<file path="src/hdl/doe_cipher_pkg.sv">
// AES-128 only; state byte 0 sits in bits [127:120], column 0 in bits [127:96]
`default_nettype none

package doe_cipher_pkg;

  // ----------------------------------------
  // Sizes and basic types
  // ----------------------------------------

  // AES-128 has ten full rounds after the initial key add
  localparam int DOE_NUM_ROUNDS = 10;

  // Round index, 0 to 10
  typedef logic [3:0] doe_round_t;

  // One 128-bit block, seen as bytes or as column words
  // bytes[15] and words[3] are the leftmost (first) byte and column
  typedef union packed
  {
    logic [15:0][7:0] bytes;
    logic [3:0][31:0] words;
  } doe_block_u;

  // ----------------------------------------
  // Lookup tables
  // ----------------------------------------

  // Forward S-box, entry 0 in the top byte
  localparam logic [0:255][7:0] DOE_SBOX = {
    128'h637c777bf26b6fc53001672bfed7ab76,
    128'hca82c97dfa5947f0add4a2af9ca472c0,
    128'hb7fd9326363ff7cc34a5e5f171d83115,
    128'h04c723c31896059a071280e2eb27b275,
    128'h09832c1a1b6e5aa0523bd6b329e32f84,
    128'h53d100ed20fcb15b6acbbe394a4c58cf,
    128'hd0efaafb434d338545f9027f503c9fa8,
    128'h51a3408f929d38f5bcb6da2110fff3d2,
    128'hcd0c13ec5f974417c4a77e3d645d1973,
    128'h60814fdc222a908846eeb814de5e0bdb,
    128'he0323a0a4906245cc2d3ac629195e479,
    128'he7c8376d8dd54ea96c56f4ea657aae08,
    128'hba78252e1ca6b4c6e8dd741f4bbd8b8a,
    128'h703eb5664803f60e613557b986c11d9e,
    128'he1f8981169d98e949b1e87e9ce5528df,
    128'h8ca1890dbfe6426841992d0fb054bb16
  };

  // Inverse S-box, same layout
  localparam logic [0:255][7:0] DOE_INV_SBOX = {
    128'h52096ad53036a538bf40a39e81f3d7fb,
    128'h7ce339829b2fff87348e4344c4dee9cb,
    128'h547b9432a6c2233dee4c950b42fac34e,
    128'h082ea16628d924b2765ba2496d8bd125,
    128'h72f8f66486689816d4a45ccc5d65b692,
    128'h6c704850fdedb9da5e154657a78d9d84,
    128'h90d8ab008cbcd30af7e45805b8b34506,
    128'hd02c1e8fca3f0f02c1afbd0301138a6b,
    128'h3a9111414f67dcea97f2cfcef0b4e673,
    128'h96ac7422e7ad3585e2f937e81c75df6e,
    128'h47f11a711d29c5896fb7620eaa18be1b,
    128'hfc563e4bc6d279209adbc0fe78cd5af4,
    128'h1fdda8338807c731b11210592780ec5f,
    128'h60517fa919b54a0d2de57a9f93c99cef,
    128'ha0e03b4dae2af5b0c8ebbb3c83539961,
    128'h172b047eba77d626e169146355210c7d
  };

  // Round constants, index 0 unused
  localparam logic [0:10][7:0] DOE_RCON = {
    8'h00, 8'h01, 8'h02, 8'h04, 8'h08, 8'h10,
    8'h20, 8'h40, 8'h80, 8'h1b, 8'h36
  };

  // ----------------------------------------
  // Byte functions
  // ----------------------------------------

  function automatic logic [7:0] doe_sbox(input logic [7:0] b);
    return DOE_SBOX[b];
  endfunction

  function automatic logic [7:0] doe_inv_sbox(input logic [7:0] b);
    return DOE_INV_SBOX[b];
  endfunction

  // GF(2^8) product with a 4-bit constant, shift and add
  function automatic logic [7:0] doe_gmul(input logic [7:0] b, input logic [3:0] c);
    logic [7:0] acc;
    logic [7:0] p;
    acc = 8'h00;
    p   = b;
    for (int i = 0; i < 4; i++)
    begin
      if (c[i])
        acc = acc ^ p;
      // xtime, reduce by x^8 + x^4 + x^3 + x + 1
      p = {p[6:0], 1'b0} ^ (p[7] ? 8'h1b : 8'h00);
    end
    return acc;
  endfunction

  // Zero outside rounds 1 to 10
  function automatic logic [7:0] doe_rcon(input doe_round_t round);
    return (round <= DOE_NUM_ROUNDS) ? DOE_RCON[round] : 8'h00;
  endfunction

endpackage

`default_nettype wire
</file>
<file path="src/hdl/doe_key_mem.sv">
// AES-128 key schedule only; key must hold steady for the cycle init is sampled
`timescale 1ns/1ps
`default_nettype none

module doe_key_mem import doe_cipher_pkg::*;
(
  input  wire        clk,
  input  wire        reset_n,
  input  doe_block_u key,
  input  wire        init,
  input  doe_round_t round,
  output doe_block_u round_key,
  output logic       ready
);

  // Stored schedule, one entry per round
  doe_block_u round_keys [DOE_NUM_ROUNDS + 1];

  // Key being derived from and its index
  doe_block_u last_key;
  doe_block_u next_key;
  doe_round_t exp_round;

  logic [3:0][7:0] rot_word;
  logic [3:0][7:0] sub_word;
  logic [31:0]     temp_word;

  // ----------------------------------------
  // One schedule step
  // ----------------------------------------
  always_comb
  begin
    // RotWord on the last column
    rot_word = {last_key.words[0][23:0], last_key.words[0][31:24]};
    for (int i = 0; i < 4; i++)
      sub_word[i] = doe_sbox(rot_word[i]);
    temp_word = sub_word ^ {doe_rcon(exp_round), 24'h000000};
    // Each column folds in the one before it
    next_key.words[3] = last_key.words[3] ^ temp_word;
    next_key.words[2] = last_key.words[2] ^ next_key.words[3];
    next_key.words[1] = last_key.words[1] ^ next_key.words[2];
    next_key.words[0] = last_key.words[0] ^ next_key.words[1];
  end

  // ----------------------------------------
  // Expansion control and storage
  // ----------------------------------------
  always_ff @(posedge clk or negedge reset_n)
  begin
    if (!reset_n)
    begin
      for (int i = 0; i <= DOE_NUM_ROUNDS; i++)
        round_keys[i] <= '0;
      exp_round <= '0;
      ready     <= 1'b1;
    end
    else if (init)
    begin
      // Round key 0 is the cipher key itself
      round_keys[0] <= key;
      exp_round     <= 4'd1;
      ready         <= 1'b0;
    end
    else if (!ready)
    begin
      round_keys[exp_round] <= next_key;
      if (exp_round == DOE_NUM_ROUNDS)
        ready <= 1'b1;
      else
        exp_round <= exp_round + 4'd1;
    end
  end

  // Seed for the next step, no reset needed before first init
  always_ff @(posedge clk)
  begin
    if (init)
      last_key <= key;
    else if (!ready)
      last_key <= next_key;
  end

  // Read port, combinational
  assign round_key = round_keys[round];

endmodule

`default_nettype wire

</file>
<file path="config.mk">
export PLATFORM = sky130hd
export DESIGN_NAME = doe_key_mem
export DESIGN_NICKNAME = d
export VERILOG_FILES = /design/src/hdl/doe_cipher_pkg.sv /design/src/hdl/doe_key_mem.sv
export SDC_FILE = /design/constraint.sdc
export NUM_CORES = 2
export LEC_CHECK = 0
export BUFFER_PORTS_ARGS = -buffer_cell sky130_fd_sc_hd__buf_2
export CAP_MARGIN = 0
export CORE_UTILIZATION = 50
export CTS_CLUSTER_SIZE = 25
export DETAILED_ROUTE_END_ITERATION = 8
export HOLD_SLACK_MARGIN = 0.08
export PLACE_DENSITY = 0.69
export SLEW_MARGIN = 20
export SYNTH_ARGS = -nofsm -noshare
export SYNTH_HDL_FRONTEND = slang
export SYNTH_SLANG_ARGS = --single-unit
export TNS_END_PERCENT = 20
</file>
<file path="constraint.sdc">
create_clock -name clk -period 4.4 [get_ports clk]
set_clock_uncertainty 0.15 [all_clocks]
set_input_delay 0.66 -clock clk [delete_from_list [all_inputs] [get_ports clk]]
set_output_delay 0.66 -clock clk [all_outputs]
set_load 0.03 [all_outputs]
</file>
==> results.py <==
metrics = {
    "status": {
        "status": "completed",
    },
    "floorplan": {
        "ioPinCount": 264,
        "die_h_um": 408,
        "rows": 148,
        "core_sq_um": 163000,
        "dieArea_sq_um": 167000,
        "initial_core_util_pct": 50.5,
        "die-width_um": 408,
    },
    "drt": {
        "vias_per_cell": 6.42,
        "post_drt_wl_per_cell_um": 28.8,
        "drc": 0,
        "drt_first_pass_iters": 8,
        "drtIter0Drc": 9020,
        "vias": 74392,
        "wl_um": 334000,
        "ant_nets": 0,
    },
    "sta": {
        "drv_slew": 0,
        "max_freq_mhz": 232,
        "fin_crit_sh_pct": 98.1,
        "period_minus_slack_ns": 4.32,
        "setup_viol": 0,
        "rsz0062_at_grt": "no",
        "worst_slew_pin_slew_ns": 1.38,
        "hold_viol": 0,
        "relSlewSlack_pct": 7.90,
    },
    "placed_design": {
        "dp_hpwl_um": 221000,
        "globalplace.congestion": 1.04,
        "numPortBuffers": 263,
        "placed_cell_area_sq_um": 90300,
    },
    "cts": {
        "cts-buffers-inserted": 162,
        "clkSinkCount": 1541,
        "tritoncts": "built",
        "insertion_delay_ns": 0.86,
        "path_clk_slew_ns": 0.06,
        "htree_levels": 4,
        "cts.root.buffer_cell": "clkbuf_16",
        "clockBufferDepth": 3,
    },
    "finish": {
        "seq_area_sq_um": 39200,
        "design_area_sq_um": 97300,
        "syn_to_final_growth_pct": 18.0,
        "nFillCells": 13708,
        "fin_nets": 9466,
        "multiInputGateArea_sq_um": 39600,
        "layout-drive-gt1-share_pct": 18.3,
    },
    "critical_path": {
        "setup.worst_path.class": "flip-flop to flip-flop",
        "critPathArrivalTime_ns": 4.84,
        "crit_fanout": 11,
        "worstSetupStartpointType": "flip-flop",
        "end_kind": "flip-flop",
        "cp.required_ns": 4.93,
    },
    "grt": {
        "grt_max_degree": 194,
        "grt_pass1_vias": 72209,
        "grt_pass1_wl_um": 493000,
        "grt-ovfl-total": 0,
        "grt_usage_pct": 39.8,
        "antenna_found_initial": 19,
    },
    "synthesis": {
        "syn-num-nets": 9044,
        "synth_edf_count": 128,
        "syn_inst": 8846,
        "synth-seq-cells": 1541,
        "synth-seq-area-share_pct": 47.5,
        "synth.distinct_cells": 103,
        "async_reset_ff_share_pct": 91.7,
        "syn_area_sq_um": 82500,
        "synth_warnings": 0,
        "synth_flop_cell": "dfrtp_1",
        "synth_area_per_cell_sq_um": 9.32,
    },
    "min_path": {
        "hold_path.class": "input pin to flip-flop",
    },
    "flow_run": {
        "cap_violations": 0,
    },
}
[area by class of cell]
| cell class | count | area share, % |
|---|---|---|
| diodes | 9 | 0.0231 |
| clock buffers | 236 | 4.84 |
| clock inverters | 62 | 0.773 |
| inverters | 89 | 0.343 |
| multi-input cells | 6304 | 40.7 |
| flip-flops and latches | 1541 | 40.3 |
| well taps | 2175 | 2.80 |
| repair buffers | 1170 | 10.2 |
[cells in the final DEF, fill, tap and decap left out, types with 41 or more instances in the layout]
| master | instances |
|---|---|
| a211oi_1 | 72 |
| a21oi_1 | 239 |
| a22oi_1 | 62 |
| a311oi_1 | 41 |
| a31oi_1 | 62 |
| buf_12 | 115 |
| buf_2 | 257 |
| buf_4 | 668 |
| clkbuf_16 | 165 |
| dfrtp_1 | 1412 |
| dlygate4sd3_1 | 122 |
| edfxtp_1 | 128 |
| ha_1 | 57 |
| inv_1 | 80 |
| mux2i_1 | 227 |
| mux4_2 | 266 |
| nand2_1 | 1898 |
| nand2b_1 | 106 |
| nand3_1 | 77 |
| nor2_1 | 211 |
| nor2b_1 | 89 |
| nor3_1 | 97 |
| o211ai_1 | 241 |
| o21ai_0 | 1767 |
| xnor2_1 | 87 |
| xor2_1 | 63 |
[critical path, cell delays in order, from the launching register on]
cell	delay, ns
edfxtp_1	0.43
buf_4	0.21
or2_2	0.29
a21oi_1	0.42
a311oi_1	0.10
buf_4	0.15
a311oi_1	0.25
a2111oi_0	0.11
buf_4	0.15
a31oi_1	0.25
buf_4	0.23
xnor2_4	0.14
xor2_1	0.19
buf_4	0.17
xnor2_1	0.46
buf_4	0.23
buf_12	0.12
o21ai_0	0.08
[per-stage QoR]
step | setup WS, ns | hold WS [ns] | std cells | utilization [%] | setup TNS, ns
after global routing | 0.000193 | 0.124 | 11579 | 59.6 | 0
after detailed placement | -0.120 | 0.310 | 11154 | 55.4 | -1.15
after global placement | -0.142 | 0.303 | 11154 | 55.4 | -2.25
after CTS | 0.0156 | 0.0862 | 11574 | 59.5 | 0
after floorplan | 0.112 | 0.214 | 8846 | - | 0
final | 0.0846 | 0.133 | 11586 | 59.6 | 0
[final timing paths]
check,from,end,slack [ns],cells past startpoint
max,last_key[17],round_keys[287],0.08,17
min,init,last_key[59],0.13,2
max reg2reg,last_key[17],round_keys[287],0.08,17
min reg2reg,round_keys[864],round_keys[864],0.32,2
max in group asynchronous,reset_n,round_keys[1167],2.42,3
min in group asynchronous,reset_n,round_keys[598],0.32,2
[synth_stat cells (19+ instances only)]
library cell	instances	area, sq um
o211ai_1	241	1810
buf_4	25	188
o21ai_1	28	140
xnor2_1	102	893
nor2_1	216	811
xor2_1	70	613
nor2b_1	94	588
nand3_1	87	435
or3_1	19	119
edfxtp_1	128	3840
nand2b_1	107	669
o22ai_1	24	150
nor4_1	26	163
mux4_2	266	5990
a311oi_1	43	377
o311ai_0	33	289
mux2i_1	231	2310
buf_2	133	666
o21ai_0	1770	8860
nand4_1	22	138
inv_1	80	300
o31ai_1	23	173
nor3_1	97	485
clkbuf_1	682	2560
a22oi_1	62	465
ha_1	63	788
o2111ai_1	28	245
and2_1	24	150
nand2_1	1899	7130
a31oi_1	63	394
a221oi_1	25	219
or2_2	25	156
a21oi_1	239	1200
dfrtp_1	1412	35300
a211oi_1	72	541
buf_1	53	199
[metal layers]
| metal | up-vias | share of wire [%] | GRT usage (%) |
|---|---|---|---|
| li1 | 32207 | - | - |
| met1 | 37139 | 41 | 55.8 |
| met2 | 4218 | 44 | 58.8 |
| met3 | 812 | 10 | 8.52 |
| met4 | 16 | 5.3 | 19.4 |
| met5 | - | 0.029 | 0 |
[repair_timing]
action,in CTS,in global routing
endpoints found under the hold margin,313,0
pin swaps,0,2
endpoints found under the setup margin,30,304
gates resized for setup,3,45
buffers inserted,0,2
hold buffers,122,0
[cells by family after synthesis]
family                     synth area share (%)
DFF                                        47.5
adders and majority gates                 0.956
xor gates and xnor gates                   2.20
buffers and inverters                      5.00
muxes                                      10.2
and+or+nand+nor                            13.8
AOI/OAI and AO/OA                          20.3
[flip-flops by register name (all words and copies together), names as in the netlist]
register    count
round_keys   1408
exp_round       4
last_key      128
ready           1
Power is not shown: default switching activity piles up to over one toggle a cycle in this logic, so the estimate is an artifact.
